[config.mk]
export PLATFORM = sky130hd
export DESIGN_NAME = cache_axi_wb_top
export DESIGN_NICKNAME = d
export VERILOG_FILES = /design/src/cache_axi_pkg.sv /design/src/cache_axi_wb_top.sv /design/src/cache_to_axi_tx.sv /design/src/tag_fifo.sv /design/src/word_packer.sv /design/src/writeback_arbiter.sv
export VERILOG_INCLUDE_DIRS = /design/src /design/src/src
export SDC_FILE = /design/constraint.sdc
export NUM_CORES = 1
export LEC_CHECK = 0
export ABC_CLOCK_PERIOD_IN_PS = 8000
export BUFFER_PORTS_ARGS = -buffer_cell sky130_fd_sc_hd__buf_2
export CORE_AREA = 2 2 161 163
export DETAILED_ROUTE_END_ITERATION = 7
export DIE_AREA = 0 0 163 165
export PLACE_DENSITY = 0.62
export REMOVE_ABC_BUFFERS = 1
export SLEW_MARGIN = 20
export SYNTH_ARGS = -nofsm -noshare
export SYNTH_HDL_FRONTEND = slang
export SYNTH_SLANG_ARGS = --single-unit
[constraint.sdc]
create_clock -name clk_i -period 8 [get_ports clk_i]
set_clock_uncertainty 0.05 [all_clocks]
set_input_delay 1.2 -clock clk_i [delete_from_list [all_inputs] [get_ports clk_i]]
set_output_delay 1.2 -clock clk_i [all_outputs]
set_load 0.01 [all_outputs]
[src/cache_axi_settings.svh]
// Cache write-back sizes
`ifndef CACHE_AXI_SETTINGS_SVH
`define CACHE_AXI_SETTINGS_SVH

// cache side
`define CA_NUM_CACHE      4
`define CA_DATA_WIDTH     32   // dma word
`define CA_BLOCK_WORDS    8    // words per cache block

// axi side
`define CA_AXI_DATA_WIDTH 64
`define CA_AXI_ADDR_WIDTH 32
`define CA_AXI_ID_WIDTH   4

// beats per burst, one burst per block:
// block words / (axi width / word width)
`define CA_AXI_BURST_LEN  4

`endif

[src/cache_axi_pkg.sv]
// Cache write-back types
`include "cache_axi_settings.svh"

package cache_axi_pkg;

  // cache index, also the tag queued between address and data
  typedef logic [$clog2(`CA_NUM_CACHE)-1:0] cache_tag_t;

  typedef logic [`CA_DATA_WIDTH-1:0]     dma_word_t;
  typedef logic [`CA_AXI_DATA_WIDTH-1:0] axi_beat_t;
  typedef logic [`CA_AXI_ADDR_WIDTH-1:0] axi_addr_t;

  // counters within one block
  typedef logic [$clog2(`CA_AXI_BURST_LEN)-1:0] beat_cnt_t;
  typedef logic [$clog2(`CA_BLOCK_WORDS)-1:0]   word_cnt_t;

  // awburst encoding
  typedef enum logic [1:0] {
    FIXED = 2'b00,
    INCR  = 2'b01,
    WRAP  = 2'b10
  } axi_burst_e;

  typedef enum logic {
    ARB_IDLE  = 1'b0,
    ARB_OFFER = 1'b1  // awvalid up, choice frozen
  } arb_state_e;

endpackage

[src/cache_axi_wb_top.sv]
// Cache write-back to AXI top
`timescale 1ns/1ps
`include "cache_axi_settings.svh"

module cache_axi_wb_top
  import cache_axi_pkg::*;
(
  input  logic                                clk_i,
  input  logic                                rst_n_i,

  // write-back requests
  input  logic      [`CA_NUM_CACHE-1:0]       wb_v_i,
  input  axi_addr_t [`CA_NUM_CACHE-1:0]       wb_addr_i,
  output logic      [`CA_NUM_CACHE-1:0]       wb_yumi_o,

  // dma words
  input  dma_word_t [`CA_NUM_CACHE-1:0]       dma_data_i,
  input  logic      [`CA_NUM_CACHE-1:0]       dma_data_v_i,
  output logic      [`CA_NUM_CACHE-1:0]       dma_data_yumi_o,

  output logic [`CA_AXI_ID_WIDTH-1:0]         axi_awid_o,
  output axi_addr_t                           axi_awaddr_o,
  output logic [7:0]                          axi_awlen_o,
  output logic [2:0]                          axi_awsize_o,
  output axi_burst_e                          axi_awburst_o,
  output logic [3:0]                          axi_awcache_o,
  output logic [2:0]                          axi_awprot_o,
  output logic                                axi_awlock_o,
  output logic                                axi_awvalid_o,
  input  logic                                axi_awready_i,

  output axi_beat_t                           axi_wdata_o,
  output logic [`CA_AXI_DATA_WIDTH/8-1:0]     axi_wstrb_o,
  output logic                                axi_wlast_o,
  output logic                                axi_wvalid_o,
  input  logic                                axi_wready_i,

  input  logic [`CA_AXI_ID_WIDTH-1:0]         axi_bid_i,
  input  logic [1:0]                          axi_bresp_i,
  input  logic                                axi_bvalid_i,
  output logic                                axi_bready_o
);

  logic       req_v;
  cache_tag_t req_tag;
  axi_addr_t  req_addr;
  logic       req_yumi;   // aw handshake

  writeback_arbiter u_arb (
    .clk_i      (clk_i),
    .rst_n_i    (rst_n_i),
    .wb_v_i     (wb_v_i),
    .wb_addr_i  (wb_addr_i),
    .wb_yumi_o  (wb_yumi_o),
    .req_v_o    (req_v),
    .req_tag_o  (req_tag),
    .req_addr_o (req_addr),
    .req_yumi_i (req_yumi)
  );

  cache_to_axi_tx u_tx (
    .clk_i           (clk_i),
    .rst_n_i         (rst_n_i),
    .v_i             (req_v),
    .yumi_o          (req_yumi),
    .tag_i           (req_tag),
    .axi_addr_i      (req_addr),
    .dma_data_i      (dma_data_i),
    .dma_data_v_i    (dma_data_v_i),
    .dma_data_yumi_o (dma_data_yumi_o),
    .axi_awid_o      (axi_awid_o),
    .axi_awaddr_o    (axi_awaddr_o),
    .axi_awlen_o     (axi_awlen_o),
    .axi_awsize_o    (axi_awsize_o),
    .axi_awburst_o   (axi_awburst_o),
    .axi_awcache_o   (axi_awcache_o),
    .axi_awprot_o    (axi_awprot_o),
    .axi_awlock_o    (axi_awlock_o),
    .axi_awvalid_o   (axi_awvalid_o),
    .axi_awready_i   (axi_awready_i),
    .axi_wdata_o     (axi_wdata_o),
    .axi_wstrb_o     (axi_wstrb_o),
    .axi_wlast_o     (axi_wlast_o),
    .axi_wvalid_o    (axi_wvalid_o),
    .axi_wready_i    (axi_wready_i),
    .axi_bid_i       (axi_bid_i),
    .axi_bresp_i     (axi_bresp_i),
    .axi_bvalid_i    (axi_bvalid_i),
    .axi_bready_o    (axi_bready_o)
  );

endmodule

[src/cache_to_axi_tx.sv]
// AXI write channel driver
`timescale 1ns/1ps
`include "cache_axi_settings.svh"

module cache_to_axi_tx
  import cache_axi_pkg::*;
(
  input  logic                                clk_i,
  input  logic                                rst_n_i,

  input  logic                                v_i,
  output logic                                yumi_o,
  input  cache_tag_t                          tag_i,
  input  axi_addr_t                           axi_addr_i,

  // cache dma words
  input  dma_word_t [`CA_NUM_CACHE-1:0]       dma_data_i,
  input  logic      [`CA_NUM_CACHE-1:0]       dma_data_v_i,
  output logic      [`CA_NUM_CACHE-1:0]       dma_data_yumi_o,

  // write address
  output logic [`CA_AXI_ID_WIDTH-1:0]         axi_awid_o,
  output axi_addr_t                           axi_awaddr_o,
  output logic [7:0]                          axi_awlen_o,
  output logic [2:0]                          axi_awsize_o,
  output axi_burst_e                          axi_awburst_o,
  output logic [3:0]                          axi_awcache_o,
  output logic [2:0]                          axi_awprot_o,
  output logic                                axi_awlock_o,
  output logic                                axi_awvalid_o,
  input  logic                                axi_awready_i,

  // write data
  output axi_beat_t                           axi_wdata_o,
  output logic [`CA_AXI_DATA_WIDTH/8-1:0]     axi_wstrb_o,
  output logic                                axi_wlast_o,
  output logic                                axi_wvalid_o,
  input  logic                                axi_wready_i,

  // write response
  input  logic [`CA_AXI_ID_WIDTH-1:0]         axi_bid_i,
  input  logic [1:0]                          axi_bresp_i,
  input  logic                                axi_bvalid_i,
  output logic                                axi_bready_o
);

  localparam int STRB_W = `CA_AXI_DATA_WIDTH / 8;

  logic       head_v;
  cache_tag_t head_tag;
  logic       head_pop;

  logic       pk_v_li;
  logic       pk_ready_lo;
  logic       beat_done;
  logic       word_done;

  word_cnt_t  word_cnt_q;
  beat_cnt_t  beat_cnt_q;

  // address channel, offer passes straight through
  assign yumi_o        = v_i && axi_awready_i;
  assign axi_awvalid_o = v_i;
  assign axi_awaddr_o  = axi_addr_i;
  assign axi_awid_o    = '0;
  assign axi_awlen_o   = 8'(`CA_AXI_BURST_LEN - 1);
  assign axi_awsize_o  = 3'($clog2(STRB_W));   // full-width beats
  assign axi_awburst_o = INCR;
  assign axi_awcache_o = 4'b0000;
  assign axi_awprot_o  = 3'b000;
  assign axi_awlock_o  = 1'b0;

  tag_fifo u_tag_fifo (
    .clk_i   (clk_i),
    .rst_n_i (rst_n_i),
    .v_i     (yumi_o),
    .data_i  (tag_i),
    .v_o     (head_v),
    .data_o  (head_tag),
    .yumi_i  (head_pop)
  );

  // only the head cache may feed the packer
  assign pk_v_li = head_v && dma_data_v_i[head_tag];

  always_comb begin
    dma_data_yumi_o           = '0;
    dma_data_yumi_o[head_tag] = pk_v_li && pk_ready_lo;
  end

  word_packer u_packer (
    .clk_i   (clk_i),
    .rst_n_i (rst_n_i),
    .v_i     (pk_v_li),
    .data_i  (dma_data_i[head_tag]),
    .ready_o (pk_ready_lo),
    .v_o     (axi_wvalid_o),
    .data_o  (axi_wdata_o),
    .yumi_i  (beat_done)
  );

  assign axi_wstrb_o = {STRB_W{1'b1}};
  assign beat_done   = axi_wvalid_o && axi_wready_i;
  assign word_done   = pk_v_li && pk_ready_lo;

  // tag retires with the last word of its block
  assign head_pop = word_done && (word_cnt_q == word_cnt_t'(`CA_BLOCK_WORDS - 1));

  always_ff @(posedge clk_i or negedge rst_n_i) begin
    if (!rst_n_i) begin
      word_cnt_q <= '0;
      beat_cnt_q <= '0;
    end else begin
      if (head_pop) begin
        word_cnt_q <= '0;
      end else if (word_done) begin
        word_cnt_q <= word_cnt_q + 1'b1;
      end
      if (beat_done && axi_wlast_o) begin
        beat_cnt_q <= '0;
      end else if (beat_done) begin
        beat_cnt_q <= beat_cnt_q + 1'b1;
      end
    end
  end

  assign axi_wlast_o = axi_wvalid_o
                    && (beat_cnt_q == beat_cnt_t'(`CA_AXI_BURST_LEN - 1));

  assign axi_bready_o = 1'b1;   // response dropped

endmodule

[src/tag_fifo.sv]
// Granted tag queue
`timescale 1ns/1ps
`include "cache_axi_settings.svh"

module tag_fifo
  import cache_axi_pkg::*;
(
  input  logic       clk_i,
  input  logic       rst_n_i,

  input  logic       v_i,
  input  cache_tag_t data_i,

  output logic       v_o,
  output cache_tag_t data_o,
  input  logic       yumi_i
);

  localparam int DEPTH = `CA_NUM_CACHE;
  localparam int PTR_W = $clog2(DEPTH);
  localparam int CNT_W = $clog2(DEPTH + 1);

  cache_tag_t mem_q [DEPTH];

  logic [PTR_W-1:0] wr_ptr_q;
  logic [PTR_W-1:0] rd_ptr_q;
  logic [CNT_W-1:0] count_q;

  // no ready: never more blocks in flight than caches
  always_ff @(posedge clk_i or negedge rst_n_i) begin
    if (!rst_n_i) begin
      wr_ptr_q <= '0;
      rd_ptr_q <= '0;
      count_q  <= '0;
    end else begin
      if (v_i) begin
        wr_ptr_q <= (wr_ptr_q == PTR_W'(DEPTH - 1)) ? '0 : wr_ptr_q + 1'b1;
      end
      if (yumi_i) begin
        rd_ptr_q <= (rd_ptr_q == PTR_W'(DEPTH - 1)) ? '0 : rd_ptr_q + 1'b1;
      end
      if (v_i && !yumi_i) begin
        count_q <= count_q + 1'b1;
      end else if (!v_i && yumi_i) begin
        count_q <= count_q - 1'b1;
      end
    end
  end

  always_ff @(posedge clk_i) begin
    if (v_i) begin
      mem_q[wr_ptr_q] <= data_i;
    end
  end

  assign v_o    = (count_q != '0);
  assign data_o = mem_q[rd_ptr_q];  // head

endmodule

[src/word_packer.sv]
// DMA word to AXI beat packer
`timescale 1ns/1ps
`include "cache_axi_settings.svh"

module word_packer
  import cache_axi_pkg::*;
(
  input  logic      clk_i,
  input  logic      rst_n_i,

  input  logic      v_i,
  input  dma_word_t data_i,
  output logic      ready_o,

  output logic      v_o,
  output axi_beat_t data_o,
  input  logic      yumi_i
);

  localparam int WORD_W = `CA_DATA_WIDTH;
  localparam int RATIO  = `CA_AXI_DATA_WIDTH / `CA_DATA_WIDTH;
  localparam int FILL_W = $clog2(RATIO + 1);

  axi_beat_t         beat_q;
  logic [FILL_W-1:0] fill_q;   // words held in beat_q
  logic [FILL_W-1:0] wr_slot;
  logic              accept;

  assign v_o = (fill_q == FILL_W'(RATIO));

  // a full beat leaving frees every slot this same cycle
  assign ready_o = !v_o || yumi_i;
  assign accept  = v_i && ready_o;

  // after a drain the new word lands in slot 0
  assign wr_slot = yumi_i ? '0 : fill_q;

  always_ff @(posedge clk_i or negedge rst_n_i) begin
    if (!rst_n_i) begin
      fill_q <= '0;
    end else begin
      if (yumi_i) begin
        fill_q <= accept ? FILL_W'(1) : '0;
      end else if (accept) begin
        fill_q <= fill_q + 1'b1;
      end
    end
  end

  // word k sits at bits k*WORD_W upward
  always_ff @(posedge clk_i) begin
    if (accept) begin
      beat_q[wr_slot*WORD_W +: WORD_W] <= data_i;
    end
  end

  assign data_o = beat_q;

endmodule

[src/writeback_arbiter.sv]
// Round-robin write-back arbiter
`timescale 1ns/1ps
`include "cache_axi_settings.svh"

module writeback_arbiter
  import cache_axi_pkg::*;
(
  input  logic                                 clk_i,
  input  logic                                 rst_n_i,

  input  logic      [`CA_NUM_CACHE-1:0]        wb_v_i,
  input  axi_addr_t [`CA_NUM_CACHE-1:0]        wb_addr_i,
  output logic      [`CA_NUM_CACHE-1:0]        wb_yumi_o,

  output logic                                 req_v_o,
  output cache_tag_t                           req_tag_o,
  output axi_addr_t                            req_addr_o,
  input  logic                                 req_yumi_i
);

  arb_state_e state_q;
  cache_tag_t rr_ptr_q;   // highest priority index
  cache_tag_t sel_tag_q;
  axi_addr_t  sel_addr_q;

  cache_tag_t scan_idx;
  cache_tag_t pick_tag;
  logic       pick_found;
  cache_tag_t next_ptr;

  // first requester at or after the pointer
  always_comb begin
    pick_found = 1'b0;
    pick_tag   = rr_ptr_q;
    scan_idx   = rr_ptr_q;
    for (int i = 0; i < `CA_NUM_CACHE; i++) begin
      scan_idx = cache_tag_t'((int'(rr_ptr_q) + i) % `CA_NUM_CACHE);
      if (!pick_found && wb_v_i[scan_idx]) begin
        pick_found = 1'b1;
        pick_tag   = scan_idx;
      end
    end
  end

  assign next_ptr = cache_tag_t'((int'(sel_tag_q) + 1) % `CA_NUM_CACHE);

  always_ff @(posedge clk_i or negedge rst_n_i) begin
    if (!rst_n_i) begin
      state_q   <= ARB_IDLE;
      rr_ptr_q  <= '0;
      sel_tag_q <= '0;
    end else begin
      case (state_q)
        ARB_IDLE: begin
          if (pick_found) begin
            state_q   <= ARB_OFFER;
            sel_tag_q <= pick_tag;
          end
        end
        ARB_OFFER: begin
          if (req_yumi_i) begin   // aw accepted
            state_q  <= ARB_IDLE;
            rr_ptr_q <= next_ptr;
          end
        end
        default: state_q <= ARB_IDLE;
      endcase
    end
  end

  always_ff @(posedge clk_i) begin
    if (state_q == ARB_IDLE && pick_found) begin
      sel_addr_q <= wb_addr_i[pick_tag];
    end
  end

  assign req_v_o    = (state_q == ARB_OFFER);
  assign req_tag_o  = sel_tag_q;
  assign req_addr_o = sel_addr_q;

  // acceptance goes back to the chosen cache only
  always_comb begin
    wb_yumi_o            = '0;
    wb_yumi_o[sel_tag_q] = req_yumi_i;
  end

endmodule

Yosys cells after proc, flatten, opt, wreduce, memory -nomap -nowiden
Memories as Yosys holds them, arrays and structs flattened. Cells that the tools add are included. Widths: inputs -> output; s select.

Output and inout bits: 141. Bits of input ports: 275. Memories kept: 1. Bits in writable memories: 8. Flip-flop bits (word level): 115. Logic and storage cells: 115.

Equality and inequality tests: 5. Order comparisons: 9. Multiplexer cells: 43. $add $sub $neg: 12. Reductions and logical operators: 29. Bitwise logic cells: 3. Shift-type cells: 2.

Memory list: u_tx.u_tag_fifo.mem_q (words 4, bits a word 2, rd ports 1, clocked after Yosys merged registers in 0, wr ports 1, RTL line tag_fifo.sv:23) `cache_tag_t mem_q [DEPTH];`.

Operators with widths (number): $bmux 32 s2 (2); $bwmux 64 (1); $mux 32 (2); $shift 32x34->64 const A (1); $shiftx 32x34->64 (1); $neg 7->34 (1); $lt 2x3->1 const B (7); $mux 2 (10); $mux 1 (16); $logic_and 1x1->1 (15); $add 2x1->2 const B (6); $mux 3 (4); $bmux 1 s2 (5); $and 4x4->4 (2); $eq 2x2->1 const B (4); $reduce_bool 2->1 (4); $add 3x1->3 const B (2); $logic_not 1->1 (6); $add 2x2->2 const B (2); $demux 1 s2 (2); $ge 2x1->1 const B (2); $reduce_and 2->1 (2); $eq 3x3->1 const B (1); $reduce_bool 3->1 (1); 4 further kinds (4).

Longest topological paths before layout
Gate-level depths: netlist of the first run.

Depth after elaboration: 14. Depth in mapped cells: 12. Gate-level depth less buffers: 11.

Modules after synthesis
A second synthesis of the first run with hierarchy kept.

Cell total of the unflattened synthesis: 598. Area total of the unflattened synthesis: 7395.8 um^2.

By module, submodules not included: word_packer (cells an instance 158, times used 1, sequential area each 1971.9 um^2, area an instance 2581.2 um^2); writeback_arbiter (cells an instance 252, times used 1, sequential area each 1086.0 um^2, area an instance 2473.6 um^2); cache_to_axi_tx (cells an instance 142, times used 1, sequential area each 125.1 um^2, area an instance 1642.8 um^2); tag_fifo (cells an instance 46, times used 1, sequential area each 415.4 um^2, area an instance 698.2 um^2).

Least setup slack after synthesis of the first run
No wires, ideal clock.

Path type: register to register. Start: register u_tx.u_tag_fifo.rd_ptr_q[0]. End: register u_tx.u_packer.beat_q[32] (netlist: u_tx.u_packer.data_o[32]), enable pin. Path buffers: 1. Arrival: 3709 ps. Cell stages (with the launch flop): 6. Setup time: 461 ps. Required time: 7489 ps. Path slack: 3780 ps. Clock period less this slack: 4220 ps. Path through: dfrtp_1 mux4_2 buf_2 and2b_1 a22oi_4 nor3_1.

Word-level cells in the longest chain between the ends: 5.

RTL lines: start, declared (RTL line tag_fifo.sv:26) `logic [PTR_W-1:0] rd_ptr_q;`; start signal, assigned (RTL line tag_fifo.sv:40) `rd_ptr_q <= (rd_ptr_q == PTR_W'(DEPTH - 1)) ? '0 : rd_ptr_q + 1'b1;`; $mem_v2 4x2; $bmux 1 s2 (RTL line cache_to_axi_tx.sv:84) `assign pk_v_li = head_v && dma_data_v_i[head_tag];`; $mux 1 (implied by the code) (RTL line cache_to_axi_tx.sv:84); $logic_and 1x1->1 (RTL line cache_to_axi_tx.sv:84); $logic_and 1x1->1 (RTL line word_packer.sv:33) `assign accept = v_i && ready_o;`; end signal, assigned by index (RTL line word_packer.sv:53) `beat_q[wr_slot*WORD_W +: WORD_W] <= data_i;`; end, declared (RTL line word_packer.sv:24) `axi_beat_t beat_q;`.

No other way between the ends. The select of a mux whose other input is x is not followed. A chain may end at the register's enable or synchronous reset.

Worst setup path in the final report of the first run
Start: register u_tx.u_tag_fifo.rd_ptr_q[0]. End: output dma_data_yumi_o[1].

Word-level cells in the longest chain between the ends: 6. Elaborated cells on any way between the ends: 11. Those cells by class: 2 x order compare; 4 x mux; 1 x bitwise; 3 x reduce/logical; 1 x memory.

RTL lines: $mem_v2 4x2 *; $lt 2x3->1 (implied by the code) (tied with other cells) (RTL line cache_to_axi_tx.sv:88) `dma_data_yumi_o[head_tag] = pk_v_li && pk_ready_lo;`; $logic_and 1x1->1 / $mux 1 (equally long branches) (RTL line cache_to_axi_tx.sv:88, cache_to_axi_tx.sv:84); $mux 1 (implied by the code) / $logic_and 1x1->1 (equally long branches) (RTL line cache_to_axi_tx.sv:88, cache_to_axi_tx.sv:84); $demux 1 s2 / $logic_and 1x1->1 (equally long branches); $and 4x4->4 (no line) *; end, declared (RTL line cache_axi_wb_top.sv:19) `` output logic [`CA_NUM_CACHE-1:0] dma_data_yumi_o, ``.

Every way passes the cells marked *; elsewhere a longest branch is shown, timed or not. The select of a mux whose other input is x is not followed.

==> metrics.md, run 1 <==
| Metric | Value |
|---|---|
| Crit path cell chain | `mux4_2 -> buf_4 -> mux2_4 -> a22o_4 -> nand3_1 -> nor2_1 -> buf_2` |
| Sequential Area | `3600 sq um` |
| Core area | `25,000 sq um` |
| Root Buffer Master | `clkbuf_16` |
| Core Rows | `58` |
| Static Leak | `4.48 nW` |
| Worst path top cell family by delay | `multiplexers` |
| # hold bufs at CTS | `0` |
| Simple-gate share of the synthesized area | `9.61%` |
| Crit start category | `flip-flop` |
| Register area share after synthesis | `51.6%` |
| Worst path max stage delay | `0.53 ns` |
| CTS buffer count | `17` |
| Clk buf depth | `2` |
| Initial detailed-routing violation count | `281` |
| CTS tree | `done` |
| Fin Hold WS | `0.416 ns` |
| Initial antenna violation count | `10` |
| PD cells | `345 nW/um^2` |
| H-tree Lvls | `4` |
| TNS Setup | `0 ns` |
| Post-CTS setup buffers | `0` |
| Synth top area share | `44.8%` |
| Fillers | `2,486` |
| Power Total | `3.32 mW` |
| Post-DRT Antenna Nets | `0` |
| DRT Wirelength | `22.5 mm` |
| # IOs | `416` |
| #FFs+latches synth | `123` |
| Max-slew violations | `0` |
| Rel. slew slack | `30.4%` |
| Final setup viols | `0` |
| Grt ovf | `0` |
| Worst hold path class | `flip-flop to flip-flop` |
| Post-Synth Adder-Cell Area | `2.98%` |
| Peak supply drop | `0.000176 V` |
| CP max-delay cell | `mux4_2` |
| Largest family of logic cells by synthesized area | `multiplexers` |
| Crit path arrival time | `2.72 ns` |
| Final hold vios | `0` |
| Skew-Pair Late Insertion Delay | `0.41 ns` |
| RR Startpoint | `u_tx.u_tag_fifo.rd_ptr_q[0]$_DFFE_PN0P_` |
| Residual DRC count | `0` |
| Avg WL per Cell | `18.6 um` |
| Synth area leader | `edfxtp_1` |
| Area Overhead vs Synth | `38.2%` |
| Maxcap violations | `0` |
| Worst Hold Launch | `u_tx.u_tag_fifo.count_q[2]$_DFFE_PN0P_` |
| Footprint of the multi-input gates | `3090 sq um` |
| Status | `completed` |
| Mapped Area | `6980 sq um` |
| Vias in the first global route | `5,151` |
| Slew @ Worst Pin | `1.04 ns` |
| Placed cell count | `1,175` |
| First-pass GRT wire length | `31.4 mm` |
| DRT Pass-1 Iters | `4` |
| Avg Cell Area, Syn | `14.2 sq um` |
| Final Util | `38.5%` |
| Synth Area in XOR/XNOR | `0.628%` |
| Buf/Inv on CP | `2` |
| Synth Area in Compound Gates | `2.06%` |
| Share of cells above drive strength 1 | `52.8%` |
| Clock Pin Slew Worst Setup and Hold Paths | `0.06 ns` |
| DR vias | `5,287` |
| Post-synthesis mux area share | `26.8%` |
| Worst path required time | `6.75 ns` |
| Finished Layout Cells | `1,211` |
| Die area | `26,900 sq um` |
| Gr usage total | `16.2%` |
| Synth warn | `0` |
| GPL Wtd Cong | `0.797` |
| Post-CTS Resized | `0` |
| Post-route clock period utilization | `49.6%` |
| CP Max Fanout | `36` |
| Unrepaired setup endpoints after global routing | `false` |
| Worst setup EP type | `output pin` |
| Die W | `163 um` |
| Net count reported at finish | `1,155` |
| Sink Count | `123` |
| DPL Wire Length | `18.1 mm` |
| Syn Inst Count | `492` |
| Largest net degree at the start of global routing | `57` |
| IO Port Bufs | `374` |
| Vias/cell | `4.37` |
| Critical path origin | `u_tx.u_tag_fifo.rd_ptr_q[0]$_DFFE_PN0P_` |
| Main area contributors after synthesis | `edfxtp_1 (45%), mux2i_1 (14%), mux4_2 (11%)` |
| Starting Density | `27.9%` |
| Crit Path Category | `flip-flop to output pin` |
| Final min period | `3.97 ns` |
| Die Y | `165 um` |
| Unique cell type count in the Yosys netlist | `42` |
| Fmax | `252 MHz` |
routing by layer:
layer  GRT usage (%)  part of all wire (%)  vias up
met3            5.78                   9.3       24
li1                -                     -     2520
met1            17.7                    37     2457
met4            4.30                  0.91        4
met2            29.8                    53      282
met5               0                  0.11        -
cell usage in the layout (no fill, tap or decap), types with 12 or more instances in the layout:
cell / instances
clkbuf_16: 17
conb_1: 34
ha_1: 15
edfxtp_1: 104
dfrtp_1: 19
inv_1: 12
mux4_2: 34
buf_2: 374
nor2b_1: 37
mux2i_1: 97
and2_1: 34
cells by family (layout without fill, tap and decap cells):
family                   count (synthesis)  in the layout
other                                    2             38
AND/OR/NAND/NOR                        113            113
multiplexers                           142            142
adder cells (fa/ha/maj)                 16             16
XOR/XNOR                                 5              5
flip-flops                             123            123
buffers and inverters                   72            425
AO/OA/AOI/OAI                           19             19
cells in the mapped netlist, drive strengths merged:
| master | number |
|---|---|
| and2 | 35 |
| dfrtp | 19 |
| o21ai | 10 |
| fa | 1 |
| buf | 46 |
| conb | 2 |
| ha | 15 |
| a22oi | 1 |
| and2b | 1 |
| o211a | 1 |
| a22o | 1 |
| and3 | 10 |
| or3 | 2 |
| nand3 | 2 |
| nand3b | 1 |
| a211o | 1 |
| nor3 | 5 |
| nor3b | 1 |
| a21o | 1 |
| inv | 12 |
| a21oi | 2 |
| o22a | 1 |
| nand2 | 8 |
| xnor2 | 3 |
| nor2 | 10 |
| clkbuf | 14 |
| a221o | 1 |
| mux2 | 11 |
| mux2i | 97 |
| mux4 | 34 |
| nor2b | 37 |
| edfxtp | 104 |
| nor4 | 1 |
| xor2 | 2 |
path summary, 6_finish.rpt:
| check | end | slack, ns | cells after the start |
|---|---|---|---|
| setup / recovery | dma_data_yumi_o[1] | 4.03 | 7 |
| max in group asynchronous | u_tx.u_tag_fifo.count_q[0]$_DFFE_PN0P_ | 6.90 | 1 |
| min in group asynchronous | u_arb.req_tag_o[0]$_DFFE_PN0P_ | 0.67 | 1 |
| setup reg to reg | u_tx.u_tag_fifo.count_q[1]$_DFFE_PN0P_ | 4.70 | 10 |
| hold / removal | u_tx.u_tag_fifo.count_q[2]$_DFFE_PN0P_ | 0.42 | 1 |
| hold reg to reg | u_tx.u_tag_fifo.count_q[2]$_DFFE_PN0P_ | 0.42 | 1 |
worst reg2reg max path: stages (launching register included):
cell and delay [ns]:
dfrtp_1 0.46, mux4_2 0.36, buf_4 0.54, and2_2 0.33
a22oi_4 0.10, nor3_2 0.29, inv_1 0.08, ha_1 0.22
inv_1 0.08, fa_1 0.41, mux2_2 0.27
through the flow:
step | setup slack, ns | instance area, sq um
floorplan | 3.38 | 6710
global placement | 4.33 | 9070
detailed placement | 4.30 | 9070
CTS | 3.98 | 9640
global route | 3.80 | 9640
finish | 4.03 | 9650
registers in the layout, indices dropped and copies added (netlist names):
| register | flops |
|---|---|
| u_arb.req_tag_o | 2 |
| u_tx.u_tag_fifo.rd_ptr_q | 2 |
| u_tx.u_tag_fifo.count_q | 3 |
| u_tx.u_tag_fifo.mem_q | 8 |
| u_tx.u_packer.fill_q | 2 |
| u_tx.u_packer.data_o | 64 |
| u_tx.u_tag_fifo.wr_ptr_q | 2 |
| u_arb.req_addr_o | 32 |
| u_arb.rr_ptr_q | 2 |
| u_tx.word_cnt_q | 3 |
| u_arb.req_v_o | 1 |
| u_tx.beat_cnt_q | 2 |
area by class of cell:
| class | instances | share of cell area [%] |
|---|---|---|
| flip-flops and latches | 123 | 37.3 |
| multi-input cells | 329 | 32.0 |
| repair buffers | 381 | 19.9 |
| clock buffers | 18 | 4.45 |
| well taps | 330 | 4.28 |
| clock inverters | 14 | 1.43 |
| inverters | 12 | 0.467 |
| diodes | 4 | 0.104 |
power by group:
group / leakage, nW / internal (mW) / switching [mW]
clock: 0.268 / 0.435 / 0.322
combinational: 2.99 / 0.696 / 0.777
sequential: 1.21 / 1.00 / 0.0924
total: 4.48 / 2.13 / 1.19
(Power assumes the default switching activity.)
==> run 2, diff against run 1 <==
Settings changed: ABC_CLOCK_PERIOD_IN_PS 8000 to 3200, PLACE_DENSITY 0.62 to 0.64.
Clock period 8 ns to 3.2 ns, I/O delays scaled along.
==> run 2 against run 1 <==
  * Die area stayed put
  * Count of clock-buffer cells in the layout unchanged
  * Final area grew 0.75%
  * Utilization up 0.29 points
  * Clock power grew to 2.6 times the previous value
  * Via count fell by 0.13%
  * Register-to-register slack got worse by 4.4 ns
  * First-iteration DRC count increased by 36%
  * Final cell count about the same
==> metrics.md, run 2 (same netlist as run 1, synthesis figures left out) <==
| Metric | Value |
|---|---|
| Final Util | `38.8%` |
| Area Overhead vs Synth | `39.3%` |
| Post-route clock period utilization | `91.9%` |
| RR Endpoint | `u_tx.u_tag_fifo.count_q[2]$_DFFE_PN0P_` |
| Worst setup margin | `0.258 ns` |
| Clk buf depth | `2` |
| Switching Share | `35.2%` |
| Vias in the first global route | `5,147` |
| Met3 usage in global routing | `5.40%` |
| Core area | `25,000 sq um` |
| Starting Density | `27.9%` |
| WHS Endpoint | `u_arb.req_addr_o[30]$_DFFE_PP_` |
| Initial antenna violation count | `4` |
| Rel. slew slack | `55.9%` |
| First-pass GRT wire length | `28.9 mm` |
| Slew @ Worst Pin | `0.661 ns` |
| Root Buffer Master | `clkbuf_16` |
| Max-slew violations | `0` |
| DR vias | `5,280` |
| Core Rows | `58` |
| TNS Setup | `0 ns` |
| Avg WL per Cell | `16.8 um` |
| R2r worst-path depth | `11` |
| Net count reported at finish | `1,159` |
| Hold path depth | `3` |
| R2R setup slack | `0.32 ns` |
| Switching pwr | `2.95 mW` |
| Crit path arrival time | `2.41 ns` |
| Skew-Pair Late Insertion Delay | `0.41 ns` |
| Worst path required time | `2.67 ns` |
| DPL Wire Length | `16.2 mm` |
| Worst hold path class | `primary input to flip-flop` |
| DRT Pass-1 Iters | `4` |
| Max reg flops | `64` |
| Final setup viols | `0` |
| Post-DP Area | `9100 sq um` |
| Gr usage total | `14.6%` |
| Initial detailed-routing violation count | `383` |
| Vias/cell | `4.36` |
| PD cells | `863 nW/um^2` |
| Residual DRC count | `0` |
| CTS buffer count | `17` |
| DRT Wirelength | `20.4 mm` |
| Largest net degree at the start of global routing | `39` |
| IO Port Bufs | `374` |
| Final instance area | `9720 sq um` |
| Grt ovf | `0` |
| Crit start category | `flip-flop` |
| Die W | `163 um` |
| Die Y | `165 um` |
| Commonest non-fill, non-tap cell in the layout | `buf_2` |
| Register share of total power | `32.7%` |
| Comb pwr share | `44.0%` |
| Unrepaired setup endpoints after global routing | `false` |
| Worst Hold Launch | `wb_addr_i[30]` |
| Worst setup EP type | `output pin` |
| GR met1 Demand/Resource | `16.9%` |
| Static Leak | `4.52 nW` |
| Final hold vios | `0` |
| GPL Wtd Cong | `0.801` |
| Design internal power | `5.43 mW` |
| Peak supply drop | `0.000343 V` |
| Met2 Use GR | `25.8%` |
| Crit Path Category | `flip-flop to output pin` |
| Share of cells above drive strength 1 | `52.9%` |
| Post-CTS Resized | `0` |
| Clock Pin Slew Worst Setup and Hold Paths | `0.06 ns` |
| Fmax | `340 MHz` |
| H-tree Lvls | `4` |
| Post-DRT Antenna Nets | `0` |
| CP Max Fanout | `7` |
| Clock power share | `23.4%` |
| CTS tree | `done` |
| # IOs | `416` |
| Die area | `26,900 sq um` |
| Final min period | `2.94 ns` |
| Maxcap violations | `0` |
| Sink Count | `123` |
| RR Startpoint | `u_tx.u_tag_fifo.rd_ptr_q[0]$_DFFE_PN0P_` |
| Most frequent cells in the layout | `buf_2 (374), edfxtp_1 (104), mux2i_1 (97), nor2b_1 (37)` |
| Status | `completed` |
| Grt peak-use layer | `met2` |
| Dpl ws | `0.295 ns` |
==> run 2: changes by cell type in the layout (fill, tap and decap cells not counted), sizes merged <==
| cell | previous run | this run |
|---|---|---|
| buf | 381 | 384 |
| inv | 18 | 17 |
| diode | 4 | 1 |
| bufinv | 1 | 2 |
| dlygate4sd3 | 0 | 1 |
==> run 2: cell type report <==
class	instances	area, sq um
Multi-Input combinational cell	329	3090
Sequential cell	123	3600
Tap cell	330	413
Clock inverter	14	161
Clock buffer	18	429
Antenna cell	1	2.50
Timing Repair Buffer	385	1980
Fill cell	2430	15300
Inverter	12	45.0
==> run 2: timing repair <==
item	in CTS	in global routing
buffers inserted	0	0
hold buffers	1	0
endpoints found under the hold margin	19	0
==> run 2: power by group through the flow <==
| stage | sequential (mW) | combinational [mW] | clock [mW] |
|---|---|---|---|
| final | 2.74 | 3.69 | 1.96 |
| after global routing | 2.80 | 4.05 | 2.09 |
| after CTS | 2.75 | 3.76 | 2.02 |
| after detailed placement | 2.78 | 3.75 | 0 |
| after global placement | 2.76 | 3.69 | 0 |
| after floorplan | 2.95 | 2.38 | 0 |
==> run 2: worst max-delay path by stage <==
| stage | from | end | slack (ns) |
|---|---|---|---|
| floorplan | u_tx.u_tag_fifo.rd_ptr_q[0]$_DFFE_PN0P_ | u_tx.u_packer.data_o[32]$_DFFE_PP_ | -1.42 |
| global placement | u_tx.u_tag_fifo.rd_ptr_q[0]$_DFFE_PN0P_ | u_tx.u_tag_fifo.count_q[2]$_DFFE_PN0P_ | 0.31 |
| detailed placement | u_tx.u_tag_fifo.rd_ptr_q[0]$_DFFE_PN0P_ | u_tx.u_tag_fifo.count_q[2]$_DFFE_PN0P_ | 0.29 |
| CTS | u_tx.u_tag_fifo.rd_ptr_q[0]$_DFFE_PN0P_ | dma_data_yumi_o[1] | 0.21 |
| global route | u_tx.u_tag_fifo.rd_ptr_q[0]$_DFFE_PN0P_ | u_tx.u_tag_fifo.count_q[2]$_DFFE_PN0P_ | 0.11 |
| finish | u_tx.u_tag_fifo.rd_ptr_q[0]$_DFFE_PN0P_ | dma_data_yumi_o[1] | 0.26 |
==> run 2: worst max-delay path, stage by stage, from the launching register on <==
cell     delay, ns
dfrtp_1       0.47
mux4_2        0.59
mux2_4        0.34
a22o_4        0.29
nand3_1       0.12
nor2_1        0.05
buf_2         0.15
==> run 2: stage by stage <==
step	std cells	total power [mW]	hold slack [ns]
2_1_floorplan	464	5.34	0.134
3_3_place_gp	1177	6.46	0.397
3_5_place_dp	1177	6.53	0.400
4_1_cts	1210	8.52	0.353
5_1_grt	1211	8.95	0.371
6_report	1212	8.38	0.378
==> run 2: per-layer routing <==
| layer | routed length (um) | vias up |
|---|---|---|
| met4 | 143 | 6 |
| li1 | - | 2524 |
| met5 | 42 | - |
| met3 | 2130 | 16 |
| met1 | 7790 | 2444 |
| met2 | 10300 | 290 |
